[src/source/core_consts.svh]
`ifndef CORE_CONSTS_SVH
`define CORE_CONSTS_SVH

// datapath and register file
`define XLEN        32
`define REG_ADDR_W  5
`define NUM_REGS    32

// instruction fields
`define OPCODE_W    4
`define IMM_W       12
`define OP_LSB      28
`define RD_LSB      23
`define RS1_LSB     18
// rs2 shares its bits with the upper immediate
`define RS2_LSB     7
`define IMM_LSB     0

// instruction buffer
`define IB_DEPTH    8
`define IB_CNT_W    4

// lanes, also max push or pop per cycle
`define ISSUE_W     2

`endif

[src/source/instr_buffer.sv]
`timescale 1ns/100ps
`include "core_consts.svh"

module instr_buffer #(
  parameter int DEPTH = `IB_DEPTH
) (
  input  logic                 aclk,
  input  logic                 arst_n,
  input  logic [1:0]           push_num,
  input  logic [`XLEN-1:0]     push_instr0,
  input  logic [`XLEN-1:0]     push_instr1,
  input  logic [1:0]           pop_num,
  output logic [`XLEN-1:0]     head_instr0,
  output logic [`XLEN-1:0]     head_instr1,
  output logic                 head_valid0,
  output logic                 head_valid1,
  output logic [`IB_CNT_W-1:0] free_slots
);

  localparam int PTR_W = $clog2(DEPTH);
  localparam int CNT_W = `IB_CNT_W;

  logic [`XLEN-1:0] mem [DEPTH];
  logic [PTR_W-1:0] wr_ptr;
  logic [PTR_W-1:0] rd_ptr;
  logic [PTR_W-1:0] wr_ptr_nxt;
  logic [PTR_W-1:0] rd_ptr_nxt;
  logic [CNT_W-1:0] count;

  // second slot of each pair, wraps with the pointer width
  assign wr_ptr_nxt = wr_ptr + PTR_W'(1);
  assign rd_ptr_nxt = rd_ptr + PTR_W'(1);

  // oldest two entries
  assign head_instr0 = mem[rd_ptr];
  assign head_instr1 = mem[rd_ptr_nxt];
  assign head_valid0 = (count != '0);
  assign head_valid1 = (count > CNT_W'(1));

  assign free_slots = CNT_W'(DEPTH) - count;

  // pointers and occupancy
  always_ff @(posedge aclk or negedge arst_n) begin
    if (!arst_n) begin
      wr_ptr <= '0;
      rd_ptr <= '0;
      count  <= '0;
    end else begin
      wr_ptr <= wr_ptr + PTR_W'(push_num);
      rd_ptr <= rd_ptr + PTR_W'(pop_num);
      count  <= count + CNT_W'(push_num) - CNT_W'(pop_num);
    end
  end

  // storage, instr0 is the older of a pushed pair
  always_ff @(posedge aclk) begin
    if (push_num != 2'd0) begin
      mem[wr_ptr] <= push_instr0;
    end
    if (push_num == 2'd2) begin
      mem[wr_ptr_nxt] <= push_instr1;
    end
  end

endmodule

[config.mk]
export PLATFORM = sky130hd
export DESIGN_NAME = instr_buffer
export DESIGN_NICKNAME = d
export VERILOG_FILES = /design/src/source/instr_buffer.sv
export VERILOG_INCLUDE_DIRS = /design/src /design/src/source
export SDC_FILE = /design/constraint.sdc
export NUM_CORES = 1
export LEC_CHECK = 0
export BUFFER_PORTS_ARGS = -buffer_cell sky130_fd_sc_hd__buf_2
export CORE_ASPECT_RATIO = 1.5
export CORE_MARGIN = 1
export CORE_UTILIZATION = 62
export CTS_BUF_LIST = sky130_fd_sc_hd__clkbuf_4
export CTS_CLUSTER_SIZE = 12
export DETAILED_ROUTE_END_ITERATION = 16
export PLACE_DENSITY = 0.82
export SLEW_MARGIN = 40
export SYNTH_ARGS = -nofsm -noshare
export SYNTH_HDL_FRONTEND = slang
export SYNTH_SLANG_ARGS = --single-unit
[constraint.sdc]
create_clock -name aclk -period 4.82 [get_ports aclk]
set_clock_uncertainty 0.05 [all_clocks]
set_input_delay 0.482 -clock aclk [delete_from_list [all_inputs] [get_ports aclk]]
set_output_delay 0.482 -clock aclk [all_outputs]
set_load 0.05 [all_outputs]
After elaboration in Yosys (flattened, before gate mapping) --
Memory sizes are Yosys's and may differ from the RTL's. Index checks and enable logic that the tools add are counted.
Word-level totals: bits in registers 10, memory bits (writable) 256, input bits 70, output and inout bits 70, logic and storage cells 19, memories 1
Memory list:
- mem | depth 8, bits a word 32, read ports 2, clocked after memory_dff 0, wr ports 2, line instr_buffer.sv:23 | logic [`XLEN-1:0] mem [DEPTH];
Cells by class: add/sub/neg operators 7, $lt $le $gt $ge 1, equal/unequal tests 1, mux-type cells 4, reduce and logical (&&, ||, !) cells 2
Operators by type and width (number):
- 3-bit by 1-bit adder with 3-bit output, second input constant | 2
- 3-bit by 2-bit adder with 3-bit output | 2
- 4-bit by 2-bit adder with 4-bit output | 1
- 4-bit by 1-bit > comparator with 1-bit output, second input constant | 1
- 1-bit 2-to-1 mux | 4
- 4-bit nonzero test | 1
- 4-bit by 2-bit subtractor with 4-bit output | 1
- 4-bit subtractor, first input constant | 1
- 2-bit equality test, second input constant | 1
- 2-bit nonzero test | 1

Logic depth before layout (Yosys ltp) --
depth after elaboration 3, depth in mapped cells 7

Worst setup path after synthesis --
OpenSTA, ideal clock, no wires.
path type register to output, from register rd_ptr[0], to output head_instr1[10], arrival time 2.998 ns, data required time 4.288 ns, slack 1.290 ns, cell stages (with the launch flop) 7, cell sequence dfrtp_1 ha_1 buf_2 buf_2 mux2i_1 and3_1 nor4_1
Between the ends: longest elaborated chain between the ends 2
RTL lines:
- from (decl) | line instr_buffer.sv:25 | logic [PTR_W-1:0] rd_ptr;
- from (signal assigned) | line instr_buffer.sv:50 | rd_ptr <= rd_ptr + PTR_W'(pop_num);
- 3-bit by 1-bit adder with 3-bit output | line instr_buffer.sv:32 | assign rd_ptr_nxt = rd_ptr + PTR_W'(1);
- memory 8 x 32 bit
- to (decl) | line instr_buffer.sv:14 | output logic [`XLEN-1:0] head_instr1,
Every way passes these cells.

Worst setup path in the final report --
from register rd_ptr[0], to output head_instr1[1]
Same word-level chain as after synthesis.

==> flow_summary_export.csv <==
group,metric,value,unit
critical_path,r2r_slack,1.76,ns
placement,portBuffers,139,
timing,setup_viol,0,
layout,regArea,7949,µm²
timing,layout_min_cycle_time,4.475,ns
critical_path,arrival,3.94,ns
grt,grt.overflow.total,0,
clock_network,cts_max_path_buffers,3,
critical_path,crit_path_end_kind,"output port",
clock_network,cts_tree,"yes",
routing,dr.pass1.iters,5,
routing,ant_nets,0,
critical_path,r2r-start,"wr_ptr[1]$_DFF_PN0_",
routing,first_iter_violations,815,
timing,period_share,0.9284,
timing,rsz0062_at_grt,"no",
logic_synthesis,synthesis.area,15950,µm²
timing,tightest_slew,0.8233,ns
job,drv_cap,0,
layout,drive_gt1_frac,0.5142,
logic_synthesis,synth_cell_types,40,
clock_network,clk_pin_slew_worst_paths,0.06,ns
layout,final_cell_mix,"284 x mux2_2, 256 x edfxtp_1, 139 x buf_2",
critical_path,path_class,"reg2out",
grt,grt_max_degree,87,
routing,viasPerCell,6.651,
clock_network,cts.sinks,266,
outcome,status,"complete, no violations",
logic_synthesis,ys_seq_elements,266,
grt,antenna_found_initial,6,
timing,hold_violations,0,
die,start_util,0.6345,
logic_synthesis,yosys_warnings,0,
layout,nets,1302,
clock_network,post_cts_resized,0,
critical_path,cp_max_fo,77,
layout,syn2layout_area_growth,12.24,%
placement,place_congestion,0.7950,
layout,final_common_cell,"mux2_2",
timing,final.setup.tns,0,ns
timing,max_freq,0.2235,GHz
layout,num-fill-cells,1700,
die,std_cell_rows,71,
grt,grt_pass1_vias,11120,
logic_synthesis,netlist.area_leader.share,0.4819,
die,die_area,26390,µm²
routing,wl_per_cell,25.12,µm
die,die_y,198.5,µm
timing,holdWs,0.03546,ns
min_path,worstHoldPathType,"in2reg",
placement,hpwlAfterDp,23310,µm
die,pin_count,140,
critical_path,cp.required,4.29,ns
routing,num_vias,10630,
clock_network,clk_latency,0.71,ns
die,core_area,25140,µm²
logic_synthesis,yosysTopAreaCell,"edfxtp_1",
critical_path,crit_path_end,"head_instr1[1]",
logic_synthesis,synth_nets,1153,
die,die_w,133.0,µm
grt,grt_pass1_wl,61250,µm
routing,drt_wl_total,40140,µm
layout,multiInputGateArea,7610,µm²
clock_network,cts_buffers,68,
routing,drc,0,
critical_path,startpoint,"rd_ptr[0]$_DFF_PN0_",
logic_synthesis,synth_cells,1067,
timing,finalMaxSlewViolations,0,
logic_synthesis,seq_area_frac_synth,0.4976,
critical_path,worstSetupStartpointType,"flop",
timing,slew_headroom,0.4511,
logic_synthesis,syn_avg_cell_area,14.95,µm²
clock_network,htreeDepth,3,
min_path,hold_path_depth,2,
critical_path,r2r_cells,4,
clock_network,root_buffer,"clkbuf_4",
grt,grt_use_total,0.3110,
logic_synthesis,synthTopCellsByArea,"edfxtp_1 48%, mux2_2 20%, mux4_2 9.0%",
critical_path,r2r_end,"mem[7][23]$_DFFE_PP_",
flip-flops by register name, indices dropped and copies added, names as in the netlist:
signal / flops
wr_ptr: 3
rd_ptr: 3
mem: 256
count: 4
per-stage QoR:
step,setup slack (ns),std cells,instance area (µm²),utilization
floorplan,1.290,1067,15950,-
CTS,0.3481,1591,17870,0.7108
global placement,1.113,1470,16930,0.6736
finish,0.3452,1598,17900,0.7122
detailed placement,1.104,1472,16980,0.6753
global route,0.2794,1597,17900,0.7121
synthesized netlist by cell type, drive strengths merged:
cell     count
a2111oi     64
a21o         1
a21oi        1
a22oi        1
and3        64
and3b        1
buf         54
clkbuf      37
dfrtp       10
edfxtp     256
fa           4
ha          12
inv         11
mux2       288
mux2i       64
mux4        64
nand2        2
nand2b       3
nand3        4
nand3b       1
nor2b       64
nor3         7
nor3b        1
nor4        32
o21ai        5
o21bai       3
or2          2
or3b         1
xnor2        5
xor2         5
worst min-delay path by stage:
stage                          start             endpoint  slack [ns]
after floorplan               arst_n   count[0]$_DFF_PN0_        0.14
after global placement        arst_n   count[3]$_DFF_PN0_        0.32
after detailed placement      arst_n   count[3]$_DFF_PN0_        0.32
after CTS                 pop_num[0]  rd_ptr[0]$_DFF_PN0_        0.01
after global routing      pop_num[0]  rd_ptr[0]$_DFF_PN0_        0.05
final                     pop_num[0]  rd_ptr[0]$_DFF_PN0_        0.04
per-layer routing:
layer  track usage  vias up  routed length [µm]
li1              -     4683                   -
met1        0.3602     5362               14460
met2        0.5461      462               21360
met3       0.05759      120                2745
met4        0.1682        2                1550
met5             0        -                  13
cell families after synthesis:
kind of cell | share of synthesized area
flip-flops | 0.4976
AND/OR/NAND/NOR | 0.07389
adder cells (fa/ha/maj) | 0.01443
buffers and inverters | 0.03255
multiplexers | 0.3338
AO/OA/AOI/OAI | 0.03938
XOR/XNOR | 0.008315
critical path, cell delays in order (launching register included):
cell and delay, ns:
dfrtp_4 0.76, ha_4 0.32, xnor2_2 0.61, buf_4 0.42, a2111oi_0 0.12, nor4_1 0.59, buf_2 0.38
repair_timing:
action	4_1_cts	5_1_grt
buffers inserted	0	0
endpoints found under the setup margin	0	0
hold buffers	1	0
endpoints found under the hold margin	10	0
layout make-up:
class,instances,share of cell area
antenna,6,0.0008386
clock buffer,103,0.04319
clock inverter,15,0.006150
inverter,11,0.002306
multi-input combinational,699,0.4250
sequential,266,0.4440
tap,328,0.02292
timing repair buffer,170,0.05563
Power is left out: the tool's default activity adds up to more than one toggle a clock period on the data nets, which glitch-free logic cannot reach.
