==> src/source/core_consts.svh <==
`ifndef CORE_CONSTS_SVH
`define CORE_CONSTS_SVH

// datapath and register file
`define XLEN        32
`define REG_ADDR_W  5
`define NUM_REGS    32

// instruction fields
`define OPCODE_W    4
`define IMM_W       12
`define OP_LSB      28
`define RD_LSB      23
`define RS1_LSB     18
// rs2 shares its bits with the upper immediate
`define RS2_LSB     7
`define IMM_LSB     0

// instruction buffer
`define IB_DEPTH    8
`define IB_CNT_W    4

// lanes, also max push or pop per cycle
`define ISSUE_W     2

`endif

==> src/source/core_pkg.sv <==
`include "core_consts.svh"

package core_pkg;

  // toy ISA opcodes, top field of the instruction word
  typedef enum logic [`OPCODE_W-1:0] {
    OP_ADD  = 4'd0,
    OP_SUB  = 4'd1,
    OP_AND  = 4'd2,
    OP_OR   = 4'd3,
    OP_XOR  = 4'd4,
    OP_SLT  = 4'd5,
    OP_ADDI = 4'd6,
    OP_LUI  = 4'd7
  } op_e;

  // decoded micro-op handed from issue to a lane
  // b already holds rs2 or the extended immediate
  typedef struct packed {
    op_e                    op;
    logic [`REG_ADDR_W-1:0] rd;
    logic [`XLEN-1:0]       a;
    logic [`XLEN-1:0]       b;
  } uop_t;

endpackage

==> src/source/exec_lane.sv <==
`timescale 1ns/100ps
`include "core_consts.svh"

module exec_lane (
  input  logic                   aclk,
  input  logic                   arst_n,
  input  core_pkg::uop_t         uop,
  input  logic                   uop_valid,
  output logic                   fwd_valid,
  output logic [`REG_ADDR_W-1:0] fwd_rd,
  output logic [`XLEN-1:0]       fwd_data,
  output logic                   commit_valid,
  output logic [`REG_ADDR_W-1:0] commit_rd,
  output logic [`XLEN-1:0]       commit_data
);

  logic [`XLEN-1:0] result;
  logic             lt;

  assign lt = ($signed(uop.a) < $signed(uop.b));

  // operand b is already rs2 or the immediate
  always_comb begin
    case (uop.op)
      core_pkg::OP_ADD:  result = uop.a + uop.b;
      core_pkg::OP_SUB:  result = uop.a - uop.b;
      core_pkg::OP_AND:  result = uop.a & uop.b;
      core_pkg::OP_OR:   result = uop.a | uop.b;
      core_pkg::OP_XOR:  result = uop.a ^ uop.b;
      core_pkg::OP_SLT:  result = {{(`XLEN-1){1'b0}}, lt};
      core_pkg::OP_ADDI: result = uop.a + uop.b;
      core_pkg::OP_LUI:  result = uop.b;
      default:           result = '0;
    endcase
  end

  // result while executing, seen by issue
  assign fwd_valid = uop_valid;
  assign fwd_rd    = uop.rd;
  assign fwd_data  = result;

  always_ff @(posedge aclk or negedge arst_n) begin
    if (!arst_n) begin
      commit_valid <= 1'b0;
    end else begin
      commit_valid <= uop_valid;
    end
  end

  always_ff @(posedge aclk) begin
    commit_rd   <= uop.rd;
    commit_data <= result;
  end

endmodule

==> config.mk <==
export PLATFORM = sky130hd
export DESIGN_NAME = exec_lane
export DESIGN_NICKNAME = d
export VERILOG_FILES = /design/src/source/core_pkg.sv /design/src/source/exec_lane.sv
export VERILOG_INCLUDE_DIRS = /design/src /design/src/source
export SDC_FILE = /design/constraint.sdc
export NUM_CORES = 1
export LEC_CHECK = 0
export BUFFER_PORTS_ARGS = -buffer_cell sky130_fd_sc_hd__clkbuf_2
export CAP_MARGIN = 20
export CORE_MARGIN = 1.5
export CORE_UTILIZATION = 55
export DETAILED_ROUTE_END_ITERATION = 16
export GPL_TIMING_DRIVEN = 0
export HOLD_SLACK_MARGIN = 0.1
export PLACE_DENSITY = 0.83
export SETUP_SLACK_MARGIN = 0.4
export SLEW_MARGIN = 20
export SYNTH_ARGS = -nofsm -noshare
export SYNTH_HDL_FRONTEND = slang
export SYNTH_SLANG_ARGS = --single-unit
==> constraint.sdc <==
create_clock -name aclk -period 4.5 [get_ports aclk]
set_input_delay 0.675 -clock aclk [delete_from_list [all_inputs] [get_ports aclk]]
set_output_delay 0.675 -clock aclk [all_outputs]
set_load 0.02 [all_outputs]
---- After elaboration in Yosys (flattened, before gate mapping) ----
Index checks and enable logic that the tools add are counted.
word-level totals
  register bits ........................... 38
  input port bits ......................... 76
  output and inout port bits .............. 76
cells by class
  muxes and demuxes ....................... 1
  reduce and logical (&&, ||, !) cells .... 2
  bitwise operators ....................... 3
  order comparisons ....................... 1
  $add $sub $neg .......................... 2
  eq/ne operators ......................... 7
operator list
  operator              number
  $pmux W32 S7          1
  $add A32 B32 Y32      1
  $and A32 B32 Y32      1
  $lt A32 B32 Y1        1
  $or A32 B32 Y32       1
  $sub A32 B32 Y32      1
  $xor A32 B32 Y32      1
  $eq A4 B3 Y1 const B  4
  $eq A4 B2 Y1 const B  2
  $eq A4 B1 Y1 const B  1
  $logic_not A4 Y1      1
  $reduce_or A2 Y1      1

---- Logic depth before layout (Yosys ltp) ----
  word-level depth ........................ 3
  gate-level depth with buffers ........... 13

---- Least setup slack after synthesis ----
No wires, ideal clock.
  path kind ............................... input -> output
  from .................................... in uop[0] (netlist bit)
  to ...................................... out fwd_data[30]
  stages on the path ...................... 11
  arrival time ............................ 3267 ps
  path slack .............................. 558 ps
  path buffers ............................ 0
  cells stage by stage .................... ha_1 > fa_1 > a21o_1 > a211oi_1 > or4b_4 > a41oi_4 > a41oi_4 > o32ai_1 > a21o_1 > o221a_2 > o21ai_1
between the ends
  longest elaborated chain between the ends .. 2
  elaborated cells on any way between the ends .. 3
ends and longest elaborated chain
  item                                                         line                                               RTL
  start, declared                                              exec_lane.sv:7                                     input core_pkg::uop_t uop,
  $add A32 B32 Y32 / $sub A32 B32 Y32 (equally long branches)  exec_lane.sv:25, exec_lane.sv:31, exec_lane.sv:26
  $pmux W32 S7 *                                               exec_lane.sv:24                                    case (uop.op)
  end, declared                                                exec_lane.sv:11                                    output logic [`XLEN-1:0] fwd_data,
Mark *: on every way between the ends. The rest lies on a longest branch, timed or not.

---- Final worst setup path ----
  from .................................... in uop[32] (netlist bit)
  to ...................................... out fwd_data[0]
between the ends
  longest elaborated chain between the ends .. 2
  elaborated cells on any way between the ends .. 7
ends and longest elaborated chain
  item                                            line
  $add A32 B32 Y32, or another cell as far along  exec_lane.sv:25, exec_lane.sv:31
  $pmux W32 S7 *                                  exec_lane.sv:24
Marked as above.

==> reports/results.tsv <==
metric	value	unit
outcome	completed	
wl_per_cell	20.0	um
vias	7196	
fp.coreArea	0.0103	mm^2
cts_root_buffer	clkbuf_8	
ys_seq_area_share	13.1	%
setup_violations	0	
synth_flop_cell	dfxtp_1	
cp.arrival	3580	ps
overflow	0	
cts_hold_buffers	0	
layout_min_cycle_time	4260	ps
path_max_fanout	5	
whs	113	ps
cts_tree	built	
routabilityCongestion	1.00	
synth_area_per_cell	7.45	um^2
power.leakage	3.70	nW
setup_slack	242	ps
num_antenna_cells	0	
endpoint_kind	primary output	
synth-seq-cells	38	
worst_hold_path_type	in -> async	
vias_per_cell	6.51	
io_buffer_count	149	
cts.clk_slew.worst_paths	90	ps
power_density	224	mW/mm^2
rows	37	
synthTopCellsByArea	ha_1 (21%), dfxtp_1 (13%), inv_1 (5.8%)	
hpwl	15.6	mm
synth-edff-count	0	
drt-total-wl	22.1	mm
worst_ep_required_time	3830	ps
num_io_pins	152	
peakVddDrop	123	uV
drt-pass1-iter-count	5	
syn-num-nets	963	
drt_iter0_drc	714	
ctsHtreeMaxLevel	2	
hold_violations	0	
antenna_left	0	
maxSlewViolCount	0	
max_slew_margin	41.5	%
worstSetupStartpointType	input pin	
yosysTopAreaCell	ha_1	
cts_sinks	38	
yosysTopAreaCellShare	20.9	%
syn_area	0.00586	mm^2
worst_pin_slew	878	ps
die-area	0.0113	mm^2
dieHeight	106	um
crit_type	in -> out	
track_usage	37.3	%
start_util	56.8	%
antenna_found_initial	0	
grt_pass1_vias	6831	
grt_max_degree	12	
synthCells	787	
tns	0	ps
fmax	235	MHz
drc	0	
clock_path_buffers	2	
layout-drive-gt1-share	30.2	%
numCtsBuffers	5	
drv_cap	0	
synthToLayoutAreaGrowth	30.1	%
grt_pass1_wl	33.3	mm
yosysUniqueCellTypes	81	
die_w	106	um
num-nets-final	1144	
synthArstFlopShare	2.63	%
yosys_warnings	0	
power	1.70	mW
min_period_over_period	94.6	%
dp_slack	-164	ps
rsz0062_at_grt	yes	
-- sequential cells by signal, indices dropped and copies added, names as in the netlist --
register	flops
commit_valid	1
commit_data	32
commit_rd	5
-- final cells by class --
class	count	area [um^2]
buffer	53	312
tap	136	170
fill	850	2700
clock inverter	1	5.00
clock buffer	7	86.3
sequential	38	766
timing repair buffer	174	1020
inverter	93	367
multi-input combinational	603	4910
-- cell families after synthesis --
logic type	count (synthesis)	share of synthesized area, %
adder cells (fa/ha/maj)	100	21.6
buffers and inverters	146	10.9
XOR/XNOR	2	0.299
AND/OR/NAND/NOR	186	15.3
AO/OA/AOI/OAI	314	38.6
flip-flops	38	13.1
multiplexers	1	0.192
-- layout by cell type, fill, tap and decap left out, types with 12 or more instances in the layout --
cell / n
a221oi_1: 20
o211ai_1: 20
clkbuf_2: 138
o21ai_0: 35
nand2_1: 37
dfxtp_1: 37
nand3_1: 13
a22oi_1: 17
buf_4: 42
a21o_1: 20
a21oi_1: 60
nor2_1: 66
ha_1: 91
clkbuf_1: 26
nor3_1: 12
inv_1: 84
-- critical path, cell delays in order --
cell and delay, ps:
clkbuf_16 140, clkinv_8 40, ha_4 130, inv_2 40, fa_2 360, nor2b_4 150
o211ai_1 280, a221oi_2 150, o31ai_4 430, o41ai_4 150, buf_4 160, o41ai_4 310
buf_4 180, o211ai_1 90, nand4_1 120, clkbuf_8 160
-- worst max-delay path by stage --
stage / start / end / slack (ps)
final: uop[32] / fwd_data[0] / 240
after global routing: uop[17] / fwd_data[0] / 160
after floorplan: uop[0] / fwd_data[30] / 560
after detailed placement: uop[32] / fwd_data[30] / -160
after CTS: uop[32] / fwd_data[0] / 370
after global placement: uop[32] / fwd_data[30] / -180
-- where the power goes --
| part | switching [mW] | total, mW | internal [mW] |
|---|---|---|---|
| combinational | 0.640 | 1.03 | 0.392 |
| sequential | 0.0122 | 0.395 | 0.383 |
| clock | 0.154 | 0.278 | 0.124 |
-- layer usage --
| metal | vias up | track usage [%] | routed length, um |
|---|---|---|---|
| met5 | - | 2.38 | 0 |
| met4 | 0 | 24.3 | 1260 |
| met3 | 114 | 6.93 | 2380 |
| met2 | 500 | 62.8 | 10400 |
| met1 | 3317 | 42.8 | 8050 |
| li1 | 3265 | - | - |
-- cell usage after synthesis, drive strengths merged, types with 8 or more instances --
cell type	number
nor3	16
nor2b	10
a221oi	23
nand3	14
clkbuf	28
o21bai	13
nor2	69
buf	25
dfxtp	37
a21o	20
a22oi	20
a31oi	8
o221ai	10
ha	98
o31ai	13
nand2	38
o21ai	45
a21oi	67
o211ai	20
inv	93
-- stage by stage --
step	instances	area, um^2	utilization [%]
after floorplan	787	5860	-
after global placement	1072	6780	65.6
after detailed placement	1073	6790	65.8
after CTS	1094	7340	71.1
after global routing	1105	7630	73.9
final	1105	7630	73.9
-- timing repair --
| action | in CTS | in global routing |
|---|---|---|
| setup buffers | 13 | 11 |
| endpoints found under the setup margin | 19 | 19 |
| resized for setup | 75 | 57 |
| pin swaps | 30 | 28 |
| cloned | 0 | 0 |
Note: power is estimated with default switching activity, not from simulation.
