## src/source/core_consts.svh

```systemverilog
`ifndef CORE_CONSTS_SVH
`define CORE_CONSTS_SVH

// datapath and register file
`define XLEN        32
`define REG_ADDR_W  5
`define NUM_REGS    32

// instruction fields
`define OPCODE_W    4
`define IMM_W       12
`define OP_LSB      28
`define RD_LSB      23
`define RS1_LSB     18
// rs2 shares its bits with the upper immediate
`define RS2_LSB     7
`define IMM_LSB     0

// instruction buffer
`define IB_DEPTH    8
`define IB_CNT_W    4

// lanes, also max push or pop per cycle
`define ISSUE_W     2

`endif

```

## src/source/reg_file.sv

```systemverilog
`timescale 1ns/100ps
`include "core_consts.svh"

module reg_file (
  input  logic                   aclk,
  input  logic                   arst_n,
  input  logic [`REG_ADDR_W-1:0] raddr0,
  input  logic [`REG_ADDR_W-1:0] raddr1,
  input  logic [`REG_ADDR_W-1:0] raddr2,
  input  logic [`REG_ADDR_W-1:0] raddr3,
  output logic [`XLEN-1:0]       rdata0,
  output logic [`XLEN-1:0]       rdata1,
  output logic [`XLEN-1:0]       rdata2,
  output logic [`XLEN-1:0]       rdata3,
  input  logic                   we0,
  input  logic                   we1,
  input  logic [`REG_ADDR_W-1:0] waddr0,
  input  logic [`REG_ADDR_W-1:0] waddr1,
  input  logic [`XLEN-1:0]       wdata0,
  input  logic [`XLEN-1:0]       wdata1
);

  logic [`XLEN-1:0] regs [`NUM_REGS];

  // write-through, port 1 is the younger write
  function automatic logic [`XLEN-1:0] rd_port(input logic [`REG_ADDR_W-1:0] addr);
    logic [`XLEN-1:0] val;
    val = regs[addr];
    if (addr == '0) begin
      val = '0;
    end else if (we1 && waddr1 == addr) begin
      val = wdata1;
    end else if (we0 && waddr0 == addr) begin
      val = wdata0;
    end
    return val;
  endfunction

  always_comb begin
    rdata0 = rd_port(raddr0);
    rdata1 = rd_port(raddr1);
    rdata2 = rd_port(raddr2);
    rdata3 = rd_port(raddr3);
  end

  // r0 never written, later write wins on a clash
  always_ff @(posedge aclk or negedge arst_n) begin
    if (!arst_n) begin
      for (int i = 0; i < `NUM_REGS; i++) begin
        regs[i] <= '0;
      end
    end else begin
      if (we0 && waddr0 != '0) begin
        regs[waddr0] <= wdata0;
      end
      if (we1 && waddr1 != '0) begin
        regs[waddr1] <= wdata1;
      end
    end
  end

endmodule

```

## config.mk

```make
export PLATFORM = sky130hd
export DESIGN_NAME = reg_file
export DESIGN_NICKNAME = d
export VERILOG_FILES = /design/src/source/reg_file.sv
export VERILOG_INCLUDE_DIRS = /design/src /design/src/source
export SDC_FILE = /design/constraint.sdc
export NUM_CORES = 2
export LEC_CHECK = 0
export ABC_CLOCK_PERIOD_IN_PS = 1900
export BUFFER_PORTS_ARGS = -buffer_cell sky130_fd_sc_hd__buf_2
export CORE_MARGIN = 4
export CORE_UTILIZATION = 35
export DETAILED_ROUTE_END_ITERATION = 10
export SLEW_MARGIN = 20
export SYNTH_ARGS = -nofsm -noshare
export SYNTH_HDL_FRONTEND = slang
export SYNTH_SLANG_ARGS = --single-unit
```

## constraint.sdc

```tcl
create_clock -name aclk -period 1.9 [get_ports aclk]
set_input_delay 0.095 -clock aclk [delete_from_list [all_inputs] [get_ports aclk]]
set_output_delay 0.095 -clock aclk [all_outputs]
set_load 0.005 [all_outputs]
```

# --- Word level (Yosys, flattened, before mapping) ---
# Index checks and enable logic that the tools add are counted.
classes:
  n_mux: 32
  bitwise_logic: 6
  reduce_logical: 18
  n_lt_le_gt_ge: 8
  eq_ne: 8
ops:
  columns: ["op", "n"]
  rows:
  - ["$bwmux 1024", 2]
  - ["$mux 1024", 2]
  - ["$mux 32", 22]
  - ["$bmux 32 s5", 4]
  - ["$demux 32 s5", 2]
  - ["$eq 5x5->1", 8]
  - ["$ge 6x6->1 const B", 6]
  - ["$not 5->6", 6]
  - ["$logic_not 5->1", 4]
  - ["$logic_and 1x1->1", 12]
  - ["$lt 6x1->1 const B", 2]
  - ["$reduce_bool 5->1", 2]
word_totals:
  input_bits: 98
  word_cells: 104
  regBits: 1024

# --- Depth between registers and ports, before layout ---
logic_depth:
  word_depth: 9
  mapped_depth: 10
  ltp_nobuf: 5

# --- Worst setup path before layout ---
# Ideal clock, no wire load.
synth_path:
  path_kind: "input-to-output"
  from: "in raddr2[1]"
  to: "out rdata2[0]"
  setup_slack_ps: -59
  t_required_ps: 1805
  arrival_time_ps: 1864
  cell_stages: 7
  path_cell_list: "clkbuf_1 buf_2 buf_2 clkbuf_1 mux4_2 a2111oi_0 o32ai_1"
synth_via:
  elab_chain_len: 7
  elab_cells_between_ends: 12
  classes_between: "eq/ne (2); mux (6); bitwise (1); reduce/logical (3)"
synth_rtl:
  columns: ["item", "line", "source"]
  rows:
  - ["start: declaration", "reg_file.sv:9", "input logic [`REG_ADDR_W-1:0] raddr2,"]
  - ["$not 5->6 (implied by the code)", "reg_file.sv:28", "val = regs[addr];"]
  - ["$bmux 32 s5", "reg_file.sv:28", null]
  - ["$mux 32 (implied by the code) (2 in series)", "reg_file.sv:28", null]
  - ["$mux 32", "reg_file.sv:33", "end else if (we0 && waddr0 == addr) begin"]
  - ["$mux 32", "reg_file.sv:31", "end else if (we1 && waddr1 == addr) begin"]
  - ["$mux 32 *", "reg_file.sv:29", "if (addr == '0) begin"]
  - ["end: declaration", "reg_file.sv:13", "output logic [`XLEN-1:0] rdata2,"]
# Mark *: on every way between the ends. The rest lies on a longest branch, timed or not. The select of a mux whose other input is x is not followed.

# --- Final worst setup path ---
layout_path:
  from: "reg regs[350] in the netlist's numbering"
  to: "out rdata0[30]"
layout_via:
  elab_chain_len: 6
layout_rtl:
  columns: ["item", "line", "source"]
  rows:
  - ["start: declaration", "reg_file.sv:23", "logic [`XLEN-1:0] regs [`NUM_REGS];"]
  - ["start signal: indexed assignment", "reg_file.sv:54", "regs[waddr0] <= wdata0;"]
  - ["start signal: indexed assignment", "reg_file.sv:57", "regs[waddr1] <= wdata1;"]
  - ["$bmux 32 s5", "reg_file.sv:28", null]
  - ["$mux 32 (implied by the code) (2 in series)", "reg_file.sv:28", null]
  - ["$mux 32", "reg_file.sv:33", null]
  - ["$mux 32", "reg_file.sv:31", null]
  - ["$mux 32", "reg_file.sv:29", null]
  - ["end: declaration", "reg_file.sv:11", "output logic [`XLEN-1:0] rdata0,"]
# Every way passes these cells. The select of a mux whose other input is x is not followed.

==> flow_summary.ini <==
[placed_design]
io_buffers = 225
hpwl_mm = 341
gp_routability_congestion = 1.09

[clocking]
tritoncts = built
clk-insertion-delay-late_ns = 0.79
path_clk_slew_ns = 0.06
clockBufferDepth = 3
cts_made_buffers = 121
cts.sinks = 1024
cts-root-buf = clkbuf_16
htreeDepth = 3

[die]
die_width_microns = 493
rows = 177
pin_count = 226
die_area_sq_um = 243000
die_h_microns = 493
initial_core_util_pct = 35.3
core_region_area_sq_um = 233000

[logic_synthesis]
yosysTopAreaCellShare_pct = 31.1
synth_top_flop_cell = dfrtp_1
synth_edf_count = 0
synth_warnings = 0
synth_area_per_cell_sq_um = 10.8
synth.most_common_cell = mux2i_1
ys_top_cells_by_count = mux2i_1, dfrtp_1, mux4_2
ys_seq_elements = 1024
async_flop_share_pct = 100
synth.largest_area_cell = dfrtp_1
synth_cells = 7646
synth_cell_types = 64
ys_top_cells_by_area = dfrtp_1, mux4_2, mux2i_1
synth_area_sq_um = 82300
yosysSeqAreaShare_pct = 31.1
synth_nets = 7744

[sta]
finClkSkew_ns = 0
hold_ws_ns = 0.0589
setup_tns_ns = -128.73
min_period_over_period_pct = 173
drv_slew = 0
slew_headroom_pct = 22.9
worst_pin_slew_ns = 1.15
hold_viol_final = 0
setup_ws_ns = -1.38
max_freq_mhz = 305
rsz0062_at_grt = true
setup_viol = 128
period_minus_slack_ns = 3.28

[finish]
regMostFlops = regs
layout-drive-gt1-share_pct = 41.0
largest_registers = regs: 1024 flops
syn2layout_area_growth_pct = 32.6
largest_reg_flops = 1024
nets = 8823
final_util_pct = 46.8

[grt]
grt_antenna_before_repair = 40
track_usage_pct = 38.0
grt_start_max_net_pins = 85
grt_overflow = 0
grt_pass1_vias = 79400
grt_pass1_wl_mm = 651

[worst_setup_path]
start_kind = register
cp-end-kind = primary output
cp.arrival_ns = 3.18
critPathKind = register to primary output
crit_required_ns = 1.80
path_max_fanout = 2

[run_status]
violations = setup timing
status = complete, but fails checks

[power_and_ir_drop]
ir_drop_mv = 0.927
power.density_nw_per_um2 = 941
leakage_nw = 46.0

[detailed_routing]
routedWlPerCell_microns = 39.8
routed_wl_mm = 477
drt-pass1-iter-count = 9
via_count = 82400
viasPerCell = 6.87
drc = 0
detail-route-antenna-nets = 0
drt_iter0_markers = 13600

[worst_hold_path]
hold_path.class = primary input to register

[job]
timing.max_cap.violations = 0
-- cell type report --
cell class              instances  area (sq um)
flip-flops and latches       1024         25600
fillers                     21100        124000
inverters                       3          11.3
well taps                    3132          3920
clock inverters                60           766
clock buffers                 168          3490
diodes                         27          67.6
repair buffers               2004         19800
multi-input cells            5571         55400
-- metal layers --
metal / routed length (microns) / track usage [%] / up-vias
met3: 67600 / 14.9 / 2045
met4: 47100 / 30.3 / 26
met2: 194000 / 52.7 / 7328
met5: 234 / 0.294 / -
met1: 168000 / 46.7 / 41300
li1: - / - / 31700
-- repair_timing --
item	4_1_cts	5_1_grt
resized for setup	487	104
buffers inserted	110	24
hold endpoints to repair	1690	0
pin swaps	297	62
hold buffers	75	0
endpoints found under the setup margin	128	132
-- kinds of logic after synthesis --
kind of cell / share of synthesized area, %
AOI/OAI and AO/OA: 14.7
DFF: 31.1
and+or+nand+nor: 7.06
muxes: 40.9
buffers and inverters: 5.74
xor gates and xnor gates: 0.426
-- power breakdown --
| part | internal (W) | switching (W) |
|---|---|---|
| sequential | 0.0275 | 0.00717 |
| clock | 0.0148 | 0.0111 |
| combinational | 0.0228 | 0.0194 |
| total | 0.0651 | 0.0376 |
-- worst max-delay path, stage by stage, from the launching register on --
cell,delay (ns)
dfrtp_1,0.41
mux4_2,0.50
mux4_2,0.52
nor2_4,0.17
nor3_2,0.05
a221o_2,0.52
buf_2,0.19
-- cell usage in the layout (no fill, tap or decap), types with 31 or more instances in the layout --
cell type,netlist,final
mux2i_1,1321,1294
a221oi_1,94,56
a22o_1,114,104
o21ai_0,351,351
nor4_4,0,49
dfrtp_1,1024,1006
a221o_1,96,84
buf_2,222,177
a21oi_1,651,644
a22oi_1,66,65
buf_4,83,1263
mux4_2,813,813
o211a_1,91,65
buf_6,25,115
nand2_1,488,459
a221oi_2,0,31
mux2_2,187,181
o221ai_1,113,112
clkbuf_16,0,123
a211oi_2,1,87
nor2_1,706,675
dlygate4sd3_1,0,75
buf_12,0,364
-- stage by stage --
step / area [sq um] / power [W] / setup slack (ns) / cells
6_report: 109000 / 0.103 / -1.38 / 12000
5_1_grt: 109000 / 0.106 / -1.36 / 12000
4_1_cts: 108000 / 0.100 / -1.36 / 11900
3_5_place_dp: 101000 / 0.0717 / -1.23 / 11600
3_3_place_gp: 100000 / 0.0705 / -1.51 / 11600
2_1_floorplan: 82300 / 0.0540 / 0.00115 / 7646
-- path summary, 6_finish.rpt --
path | from | to | slack (ns) | cells after the start
min in group asynchronous | arst_n | regs[830] | 0.20 | 3
hold reg to reg | regs[1021] | regs[1021] | 0.44 | 0
setup reg to reg | regs[447] | regs[447] | 0.38 | 5
setup / recovery | regs[350] | rdata0[30] | -1.38 | 6
max in group asynchronous | arst_n | regs[944] | 0.13 | 3
hold / removal | wdata0[2] | regs[322] | 0.06 | 4
Note: power is estimated with default switching activity, not from simulation.
