**src/source/core_consts.svh**
```systemverilog
`ifndef CORE_CONSTS_SVH
`define CORE_CONSTS_SVH

// datapath and register file
`define XLEN        32
`define REG_ADDR_W  5
`define NUM_REGS    32

// instruction fields
`define OPCODE_W    4
`define IMM_W       12
`define OP_LSB      28
`define RD_LSB      23
`define RS1_LSB     18
// rs2 shares its bits with the upper immediate
`define RS2_LSB     7
`define IMM_LSB     0

// instruction buffer
`define IB_DEPTH    8
`define IB_CNT_W    4

// lanes, also max push or pop per cycle
`define ISSUE_W     2

`endif

```
**src/source/core_pkg.sv**
```systemverilog
`include "core_consts.svh"

package core_pkg;

  // toy ISA opcodes, top field of the instruction word
  typedef enum logic [`OPCODE_W-1:0] {
    OP_ADD  = 4'd0,
    OP_SUB  = 4'd1,
    OP_AND  = 4'd2,
    OP_OR   = 4'd3,
    OP_XOR  = 4'd4,
    OP_SLT  = 4'd5,
    OP_ADDI = 4'd6,
    OP_LUI  = 4'd7
  } op_e;

  // decoded micro-op handed from issue to a lane
  // b already holds rs2 or the extended immediate
  typedef struct packed {
    op_e                    op;
    logic [`REG_ADDR_W-1:0] rd;
    logic [`XLEN-1:0]       a;
    logic [`XLEN-1:0]       b;
  } uop_t;

endpackage

```
**src/source/issue_stage.sv**
```systemverilog
`timescale 1ns/100ps
`include "core_consts.svh"

module issue_stage (
  input  logic                   aclk,
  input  logic                   arst_n,
  input  logic [`XLEN-1:0]       head_instr0,
  input  logic [`XLEN-1:0]       head_instr1,
  input  logic                   head_valid0,
  input  logic                   head_valid1,
  output logic [1:0]             pop_num,
  output logic [`REG_ADDR_W-1:0] rf_raddr0,
  output logic [`REG_ADDR_W-1:0] rf_raddr1,
  output logic [`REG_ADDR_W-1:0] rf_raddr2,
  output logic [`REG_ADDR_W-1:0] rf_raddr3,
  input  logic [`XLEN-1:0]       rf_rdata0,
  input  logic [`XLEN-1:0]       rf_rdata1,
  input  logic [`XLEN-1:0]       rf_rdata2,
  input  logic [`XLEN-1:0]       rf_rdata3,
  input  logic                   fwd_valid0,
  input  logic                   fwd_valid1,
  input  logic [`REG_ADDR_W-1:0] fwd_rd0,
  input  logic [`REG_ADDR_W-1:0] fwd_rd1,
  input  logic [`XLEN-1:0]       fwd_data0,
  input  logic [`XLEN-1:0]       fwd_data1,
  output core_pkg::uop_t         uop0,
  output core_pkg::uop_t         uop1,
  output logic                   uop_valid0,
  output logic                   uop_valid1
);

  logic [`REG_ADDR_W-1:0] rd0;
  logic [`REG_ADDR_W-1:0] rs1_1;
  logic [`REG_ADDR_W-1:0] rs2_1;
  core_pkg::op_e          op1;
  logic                   dep1;
  logic                   issue1;
  core_pkg::uop_t         uop0_d;
  core_pkg::uop_t         uop1_d;

  // younger lane wins when both lanes hit the same register
  function automatic logic [`XLEN-1:0] fwd_sel(input logic [`REG_ADDR_W-1:0] rs,
                                                input logic [`XLEN-1:0]       rf_val);
    logic [`XLEN-1:0] val;
    val = rf_val;
    if (rs != '0) begin
      if (fwd_valid1 && fwd_rd1 == rs) begin
        val = fwd_data1;
      end else if (fwd_valid0 && fwd_rd0 == rs) begin
        val = fwd_data0;
      end
    end
    return val;
  endfunction

  function automatic core_pkg::uop_t make_uop(input logic [`XLEN-1:0] instr,
                                              input logic [`XLEN-1:0] a_val,
                                              input logic [`XLEN-1:0] b_val);
    logic [`IMM_W-1:0] imm;
    core_pkg::uop_t    u;
    imm  = instr[`IMM_LSB +: `IMM_W];
    u.op = core_pkg::op_e'(instr[`OP_LSB +: `OPCODE_W]);
    u.rd = instr[`RD_LSB +: `REG_ADDR_W];
    u.a  = a_val;
    u.b  = b_val;
    case (u.op)
      core_pkg::OP_ADDI: u.b = {{(`XLEN-`IMM_W){imm[`IMM_W-1]}}, imm};
      core_pkg::OP_LUI: begin
        u.a = '0;
        u.b = {imm, {(`XLEN-`IMM_W){1'b0}}};
      end
      default: ;
    endcase
    return u;
  endfunction

  assign rd0   = head_instr0[`RD_LSB +: `REG_ADDR_W];
  assign rs1_1 = head_instr1[`RS1_LSB +: `REG_ADDR_W];
  assign rs2_1 = head_instr1[`RS2_LSB +: `REG_ADDR_W];
  assign op1   = core_pkg::op_e'(head_instr1[`OP_LSB +: `OPCODE_W]);

  assign rf_raddr0 = head_instr0[`RS1_LSB +: `REG_ADDR_W];
  assign rf_raddr1 = head_instr0[`RS2_LSB +: `REG_ADDR_W];
  assign rf_raddr2 = rs1_1;
  assign rf_raddr3 = rs2_1;

  // does the second head read what the first one writes
  always_comb begin
    dep1 = 1'b0;
    if (rd0 != '0) begin
      if (op1 != core_pkg::OP_LUI && rs1_1 == rd0) begin
        dep1 = 1'b1;
      end
      if (!(op1 inside {core_pkg::OP_ADDI, core_pkg::OP_LUI}) && rs2_1 == rd0) begin
        dep1 = 1'b1;
      end
    end
  end

  assign issue1  = head_valid0 && head_valid1 && !dep1;
  assign pop_num = issue1 ? 2'd2 : {1'b0, head_valid0};

  always_comb begin
    uop0_d = make_uop(head_instr0, fwd_sel(rf_raddr0, rf_rdata0), fwd_sel(rf_raddr1, rf_rdata1));
    uop1_d = make_uop(head_instr1, fwd_sel(rf_raddr2, rf_rdata2), fwd_sel(rf_raddr3, rf_rdata3));
  end

  always_ff @(posedge aclk or negedge arst_n) begin
    if (!arst_n) begin
      uop_valid0 <= 1'b0;
      uop_valid1 <= 1'b0;
    end else begin
      uop_valid0 <= head_valid0;
      uop_valid1 <= issue1;
    end
  end

  always_ff @(posedge aclk) begin
    uop0 <= uop0_d;
    uop1 <= uop1_d;
  end

endmodule

```
**config.mk**
```make
export PLATFORM = sky130hd
export DESIGN_NAME = issue_stage
export DESIGN_NICKNAME = d
export VERILOG_FILES = /design/src/source/core_pkg.sv /design/src/source/issue_stage.sv
export VERILOG_INCLUDE_DIRS = /design/src /design/src/source
export SDC_FILE = /design/constraint.sdc
export NUM_CORES = 1
export LEC_CHECK = 0
export BUFFER_PORTS_ARGS = -buffer_cell sky130_fd_sc_hd__buf_2
export CAP_MARGIN = 20
export CORE_AREA = 2 2 172 174
export DETAILED_ROUTE_END_ITERATION = 8
export DIE_AREA = 0 0 174 176
export PLACE_DENSITY = 0.62
export SKIP_LAST_GASP = 1
export SLEW_MARGIN = 20
export SYNTH_ARGS = -nofsm -noshare
export SYNTH_HDL_FRONTEND = slang
export SYNTH_SLANG_ARGS = --single-unit
```
**constraint.sdc**
```tcl
create_clock -name aclk -period 1.1 [get_ports aclk]
set_input_delay 0.055 -clock aclk [delete_from_list [all_inputs] [get_ports aclk]]
set_output_delay 0.055 -clock aclk [all_outputs]
set_load 0.01 [all_outputs]
```
After elaboration in Yosys (flattened, before gate mapping)
Cells that the tools add are included.

word-level totals
  register bits after elaboration = 148
  output and inout bits = 170

operators by class
  eq/ne operators = 15
  multiplexer cells = 18
  reductions and logical operators = 20

operator list
  cell                                                                     count
  32-bit two-way mux                                                       12
  32-bit case mux with 2 select lines                                      2
  5-bit equality test                                                      10
  5-bit nonzero test                                                       5
  4-bit by 3-bit equality test with 1-bit output, second input constant    4
  1-bit logical AND                                                        12
  4-bit by 3-bit inequality test with 1-bit output, second input constant  1
  1-bit two-way mux                                                        3
  1-bit logical NOT                                                        2
  2-bit two-way mux                                                        1
  2-bit nonzero test                                                       1

Logic depth before layout (Yosys ltp)
Gate-level depths: netlist (run 1).

  depth in word-level cells = 9
  depth in mapped cells = 8
  mapped depth without buffers = 5

Worst setup path before layout (run 1)
No wires, ideal clock.

  path type = input to register
  start = input port head_instr0[7]
  end = register uop0[0] in the netlist's numbering
  setup time = 0.125 ns
  arrival time = 1.373 ns
  required time = 0.975 ns
  setup slack = -0.397 ns
  cell stages on the path = 8
  buffers on the path = 3
  cells stage by stage = buf_2 -> xnor2_1 -> nand4_1 -> or2_1 -> clkbuf_1 -> buf_2 -> a211oi_1 -> o21ai_0

RTL lines
  item                  line                text
  start, declared       issue_stage.sv:7    input logic [`XLEN-1:0] head_instr0,
  end signal, assigned  issue_stage.sv:119  uop0 <= uop0_d;
  end, declared         issue_stage.sv:26   output core_pkg::uop_t uop0,

Worst setup path in the final report (run 1)
  start = input port head_instr0[19]
  end = register uop0[38] in the netlist's numbering

between the ends
  word-level cells in the longest chain between the ends = 5

RTL lines
  item                    line               text
  5-bit equality test     issue_stage.sv:49  end else if (fwd_valid0 && fwd_rd0 == rs) begin
  1-bit logical AND       issue_stage.sv:49
  32-bit two-way mux      issue_stage.sv:49
  32-bit two-way mux      issue_stage.sv:47  if (fwd_valid1 && fwd_rd1 == rs) begin
  32-bit two-way mux (*)  issue_stage.sv:46  if (rs != '0) begin

Every way passes the cells marked *; elsewhere a longest branch is shown, timed or not.
A chain may end at the register's enable or synchronous reset.

==> results of run 1 <==
==> cell type report <==
| type | instances | area (µm²) |
|---|---|---|
| Fill cell | 2371 | 11400 |
| Timing Repair Buffer | 834 | 6820 |
| Multi-Input combinational cell | 649 | 5940 |
| Sequential cell | 148 | 2970 |
| Tap cell | 384 | 480 |
| Clock buffer | 19 | 443 |
| Inverter | 89 | 334 |
| Clock inverter | 13 | 173 |
| Antenna cell | 2 | 5.00 |
==> report_power, final <==
part / leakage (nW) / switching, W / internal (W)
Combinational: 6.29 / 0.00263 / 0.00245
Clock: 0.299 / 0.00263 / 0.00367
Sequential: 1.26 / 0.000151 / 0.00585
Total: 7.85 / 0.00540 / 0.0120
==> cells in the final DEF, fill, tap and decap left out, drive strengths merged, types with 4 or more instances in the layout <==
cell type,count
a2111oi,8
a211oi,28
a21o,16
a21oi,95
a31oi,24
a32o,6
a32oi,17
buf,637
clkbuf,26
clkinv,5
dfxtp,146
dlygate4sd3,190
inv,93
mux2i,18
nand2,34
nand4,6
nor2,55
nor3,20
nor3b,22
o211a,27
o211ai,4
o21ai,110
o221ai,64
o31ai,16
or2,4
or4,4
xnor2,33
xor2,17
==> final timing paths <==
check                              to  slack (ns)  cells past startpoint
hold / removal               uop1[16]       0.007                      3
setup / recovery             uop0[38]       -0.25                      8
max in group asynchronous  uop_valid0        0.51                      3
min in group asynchronous  uop_valid1        0.46                      3
==> cell families after synthesis <==
group	after synthesis	synth area share (%)
muxes	18	2.21
AOI/OAI and AO/OA	422	34.9
xor gates and xnor gates	50	5.37
buffers and inverters	201	11.1
DFF	148	36.5
and+or+nand+nor	157	9.93
==> tightest hold or removal path, delay by kind of cell <==
kind	cells	cell delay [ns]
AO/OA/AOI/OAI	2	0.20
buffers and inverters	1	0.15
==> synthesized netlist by cell type, types with 2 or more instances <==
cell type / count / share of area, %
dfxtp_1: 146 / 36
a21oi_1: 95 / 5.8
inv_1: 89 / 4.1
o21ai_0: 87 / 5.3
o221ai_1: 64 / 6.9
nor2_1: 51 / 2.3
clkbuf_1: 48 / 2.2
nand2_1: 34 / 1.6
xnor2_1: 33 / 3.5
buf_2: 29 / 1.8
a211oi_1: 28 / 2.6
o211a_1: 27 / 3.3
buf_4: 26 / 2.4
a31oi_1: 24 / 1.8
o21ai_1: 23 / 1.4
nor3b_1: 22 / 2.0
mux2i_1: 18 / 2.2
nor3_1: 18 / 1.1
a32oi_1: 17 / 1.8
xor2_1: 17 / 1.8
a21o_1: 16 / 1.5
o31ai_1: 16 / 1.5
a2111oi_0: 8 / 0.86
a32o_1: 6 / 0.74
nand4_1: 5 / 0.38
buf_1: 4 / 0.18
clkbuf_2: 3 / 0.18
nor4_1: 3 / 0.23
o211ai_1: 3 / 0.28
and2_0: 2 / 0.15
and3b_1: 2 / 0.21
buf_6: 2 / 0.28
dfrtp_1: 2 / 0.61
nand2b_1: 2 / 0.15
nand3b_1: 2 / 0.18
nor2_2: 2 / 0.15
nor3_2: 2 / 0.25
or2_0: 2 / 0.15
or4_1: 2 / 0.18
or4_4: 2 / 0.28
==> through the flow <==
step / TNS (ns) / total power, W / area, µm² / hold WS [ns]
after detailed placement: -73.38 / 0.00975 / 12000 / -0.156
final: -15.67 / 0.0174 / 17200 / 0.00683
after global placement: -70.67 / 0.00971 / 12000 / -0.161
after global routing: -20.63 / 0.0180 / 17200 / 0.0198
after CTS: -11.27 / 0.0170 / 16200 / 0.000522
after floorplan: -32.60 / 0.00774 / 8760 / -0.241
==> metal layers <==
| layer | GRT usage [%] | up-vias |
|---|---|---|
| li1 | - | 5162 |
| met1 | 37.5 | 5537 |
| met2 | 56.8 | 734 |
| met3 | 7.54 | 145 |
| met4 | 15.5 | 2 |
| met5 | 0 | - |
==> state kept, by name (all words and copies together) (netlist names) <==
register	flops
uop0	73
uop_valid0	1
uop_valid1	1
uop1	73
==> timing repair <==
action	CTS	global route
buffers inserted	46	9
cloned	20	9
endpoints found under the setup margin	123	131
endpoints found under the hold margin	147	0
hold buffers	190	0
gates resized for setup	186	169
pin swaps	89	61
==> results by group, run 1 <==
Status
  – Status: finished with violations
  – Failing checks: negative setup slack

Worst setup path
  – Buffers & Inverters on Critical Path: 3
  – Worst endpoint data arrival time: 1.73 ns
  – Worst-path cell chain: buf_6 -> or4_4 -> o211ai_1 -> a211o_4 -> buf_12 -> buf_16 -> o221ai_2 -> a21oi_2
  – Crit path launch type: input port
  – Worst Setup SP: head_instr0[19]
  – Top fanout value on the critical path: 5
  – Worst path required time: 1.48 ns
  – Slowest cell on crit path: or4_4
  – Critical Path Max Stage Delay: 0.54 ns
  – CP endpoint kind: flop
  – Setup CP Type: in2reg
  – CP top delay family: compound AO/OA/AOI/OAI gates

Min path
  – Min-Delay Path Class: in2reg
  – Worst hold start: fwd_data1[16]

CTS
  – Num CTS Buffers: 17
  – CTS max path bufs: 2
  – CTS H-tree lvls: 4
  – CTS tree: yes
  – CTS Root Cell: clkbuf_16
  – Clk sinks: 148
  – Clk slew on worst S/H paths: 0.07 ns

Synth
  – Post-Synthesis Cells: 996
  – Avg Synthesized Cell Area: 8.18 µm²
  – Distinct cells, synth: 54
  – Part of the Yosys area used for sequential elements: 36.5%
  – Synth warnings: 0
  – Number of synthesized flops with an enable pin: 0
  – #FFs+latches synth: 148
  – Mapped Nets: 1268
  – Async SR Flop Fraction: 1.35%
  – Post-Syn Area: 0.00815 mm²
  – Commonest register cell after synthesis: dfxtp_1

Routing
  – Met3 Wirelength: 4170 µm
  – Top Metal Used: met5
  – Drt total wl: 52500 µm
  – Drt wl/cell: 24.6 µm
  – Antenna Nets Post-Route: 0
  – Vias/cell: 5.42
  – Routed wl met2: 25600 µm
  – Vias: 11580
  – M1 WL: 20100 µm
  – DRT iter0 DRCs: 1000
  – DRC errors left: 0
  – DR pass1 iterations: 5

Timing
  – Final hold vios: 0
  – Maximum clock frequency: 0.743 GHz
  – RSZ-0062 raised after global routing: yes
  – # setup viols final: 130
  – Final period utilization: 122%
  – Rel. slew slack: 53.9%
  – Fin worst setup slack: -0.246 ns
  – Slew Limit Fails: 0
  – Actual slew at the worst max-slew pin: 0.691 ns
  – Min Tclk post-route: 1.35 ns

Cells and area
  – Layout Cells excl Fill: 2138
  – Synthesis-to-finish area growth: 111%
  – Utilization after layout: 60.1%
  – Nets@finish: 2011
  – Layout cell share with drive strength beyond 1: 51.3%

GRT
  – Total track usage: 32.5%
  – Largest net degree at the start of global routing: 33
  – Vias in the first global route: 11667
  – Initial antenna violation count: 2
  – Global route total overflow: 0
  – First-pass GRT wire length: 73300 µm

Run
  – Max-cap violation count: 0

Place
  – Placed cells: 1841
  – HPWL Detailed: 33800 µm
  – Routability cong.: 0.875
  – Post-Place Setup Slack: -0.720 ns
  – Port Buffers: 429

Floorplanning
  – Die area: 0.0306 mm²
  – CORE AREA: 0.0285 mm²
  – Rows: 62
  – Initial Utilization: 28.6%
  – Die Wd: 174 µm
  – Die H: 176 µm
  – # IOs: 442

Power
  – Pleak: 7.85 nW
  – Pwr Density: 1010 mW/mm²
  – Maximum vdd drop: 872 µV
Note: power is estimated with default switching activity, not from simulation.
==> run 2, diff against run 1 <==
Settings changed: GPL_ROUTABILITY_DRIVEN set to 0, SKIP_LAST_GASP 1 to unset, TNS_END_PERCENT set to 30.
==> run 2 against run 1 <==
Effect of this change:
- the run ends with negative hold slack, negative setup slack left
- clock-buffer cell count is 1 higher
- sequential cell count stayed put
- highest routed layer unchanged
- critical endpoint is now uop0[39]
- final cell count is 2.1% lower
- first-iteration DRC count is 2.7% lower
- via count is 2.1% lower
- critical path type unchanged
==> results by group, run 2 (synthesis results as in run 1) <==
GRT
  – Vias in the first global route: 11464 (-1.7%)
  – Global route total overflow: 0 (unchanged)
  – Largest net degree at the start of global routing: 34 (+3.0%)
  – Initial antenna violation count: 2 (unchanged)
  – Total track usage: 31.2% (-1.2 points)
  – First-pass GRT wire length: 71000 µm (-3.2%)

Place
  – Post-Place Setup Slack: -0.679 ns (+0.0417 ns)
  – HPWL Detailed: 34500 µm (+2.2%)
  – Port Buffers: 429 (unchanged)

Timing
  – Fin worst setup slack: -0.279 ns (-0.0331 ns)
  – Hold WS: -0.00233 ns (-0.00916 ns)
  – Actual slew at the worst max-slew pin: 0.792 ns (+0.102 ns)
  – Rel. slew slack: 47.1% (-6.8 points)
  – Min Tclk post-route: 1.38 ns (+0.0331 ns)
  – Maximum clock frequency: 0.725 GHz (-2.4%)
  – Final hold vios: 1 (+1)
  – # setup viols final: 104 (-20%)
  – RSZ-0062 raised after global routing: yes
  – Slew Limit Fails: 0 (unchanged)
  – Final period utilization: 125% (+3.0 points)

Floorplanning
  – Die area: 0.0306 mm² (unchanged)
  – Die H: 176 µm (unchanged)
  – Rows: 62 (unchanged)
  – Die Wd: 174 µm (unchanged)
  – CORE AREA: 0.0285 mm² (unchanged)
  – Initial Utilization: 28.6% (unchanged)
  – # IOs: 442 (unchanged)

Run
  – Max-cap violation count: 0 (unchanged)

Cells and area
  – Synthesis-to-finish area growth: 93.1%
  – Most frequent cells in the layout: buf_2 (414), dlygate4sd3_1 (179), dfxtp_1 (146), buf_4 (121), inv_1 (89)
  – Layout cell share with drive strength beyond 1: 47.5% (-3.8 points)
  – Most common cell after layout, fill and taps aside: buf_2
  – Largest regs: uop0 (73), uop1 (73)
  – Utilization after layout: 55.1% (-5.0 points)
  – Nets@finish: 1967 (-2.2%)

Worst setup path
  – Worst-path cell chain: buf_6 -> or4_4 -> buf_6 -> o211ai_4 -> buf_6 -> buf_12 -> buf_16 -> o221ai_2 -> a21oi_1
  – Critical Path Max Stage Delay: 0.54 ns (about the same)
  – Top fanout value on the critical path: 11 (+6)
  – Worst endpoint data arrival time: 1.75 ns (+0.02 ns)
  – Slowest cell on crit path: or4_4
  – Crit path top cell by count: buf_6
  – Crit path launch type: input port
  – Worst path required time: 1.47 ns (about the same)
  – CP endpoint kind: flop
  – Setup CP Type: in2reg

Power
  – Maximum vdd drop: 816 µV (-6.4%)
  – Pleak: 7.36 nW (-6.3%)
  – Pwr Density: 1060 mW/mm² (+4.6%)

Min path
  – Min-Delay Path Class: in2reg

CTS
  – CTS Root Cell: clkbuf_16
  – CTS H-tree lvls: 4 (unchanged)
  – Clk sinks: 148 (unchanged)
  – CTS max path bufs: 2 (unchanged)
  – Hold_buf cts: 179 (-5.8%)
  – CTS tree: yes
  – Clk slew on worst S/H paths: 0.07 ns (about the same)
  – Num CTS Buffers: 17 (unchanged)

Status
  – Failing checks: negative hold slack, negative setup slack
  – Status: finished with violations

Routing
  – Drt wl/cell: 23.9 µm (-2.9%)
  – Antenna Nets Post-Route: 0 (unchanged)
  – DRC errors left: 0 (unchanged)
  – Vias: 11339 (-2.1%)
  – DR pass1 iterations: 7 (+2)
  – Vias/cell: 5.42 (about the same)
  – Drt total wl: 49900 µm (-4.9%)
  – DRT iter0 DRCs: 973 (-2.7%)
-- run 2: cell count changes in the layout (fill, tap and decap cells not counted), sizes merged --
cell / before / now
dlygate4sd3: 190 / 179
inv: 93 / 92
diode: 2 / 1
clkinvlp: 1 / 3
nor2: 55 / 53
buf: 637 / 613
bufinv: 3 / 1
clkbuf: 26 / 20
-- run 2: cell type report --
cell class / count / area (µm²)
Antenna cell: 1 / 2.50
Inverter: 89 / 334
Clock buffer: 20 / 457
Timing Repair Buffer: 792 / 6070
Sequential cell: 148 / 2970
Tap cell: 384 / 480
Multi-Input combinational cell: 647 / 5310
Clock inverter: 12 / 121
Fill cell: 2528 / 12800
-- run 2: critical path, delay by kind of cell --
| kind | cells | cell delay, ns |
|---|---|---|
| compound gates | 3 | 0.46 |
| simple gates | 1 | 0.54 |
| buf+inv | 5 | 0.68 |
-- run 2: power breakdown --
part           switching, W  internal, W
clock               0.00268      0.00328
combinational       0.00245      0.00227
sequential         0.000141      0.00585
total               0.00528       0.0114
-- run 2: repair_timing --
action,in CTS,in global routing
buffers inserted,20,3
resized for setup,152,115
pin swaps,53,26
gates cloned,12,0
setup endpoints to repair,124,130
endpoints found under the hold margin,148,1
-- run 2: worst paths after layout --
check | start | to | slack (ns) | cells past startpoint
worst max-delay path | head_instr0[19] | uop0[39] | -0.28 | 9
worst min-delay path | head_valid1 | uop_valid1 | -0.002 | 4
max in group asynchronous | arst_n | uop_valid0 | 0.50 | 3
min in group asynchronous | arst_n | uop_valid1 | 0.48 | 3
-- run 2: through the flow --
stage	area (µm²)	power (W)	instances	setup TNS (ns)
finish	15700	0.0167	2093	-10.32
global route	15700	0.0173	2093	-14.41
CTS	15300	0.0165	2091	-8.37
detailed placement	11900	0.00972	1853	-75.06
global placement	11900	0.00969	1853	-72.17
floorplan	8430	0.00768	996	-33.18
-- run 2: metal layers --
layer  routed length, µm  vias to the layer above  global-route usage (%)
met4                2140                        2                    14.3
met5                   7                        -                       0
met1               18500                     5427                    35.8
met3                3990                      140                    6.57
met2               25300                      719                    55.9
li1                    -                     5051                       -
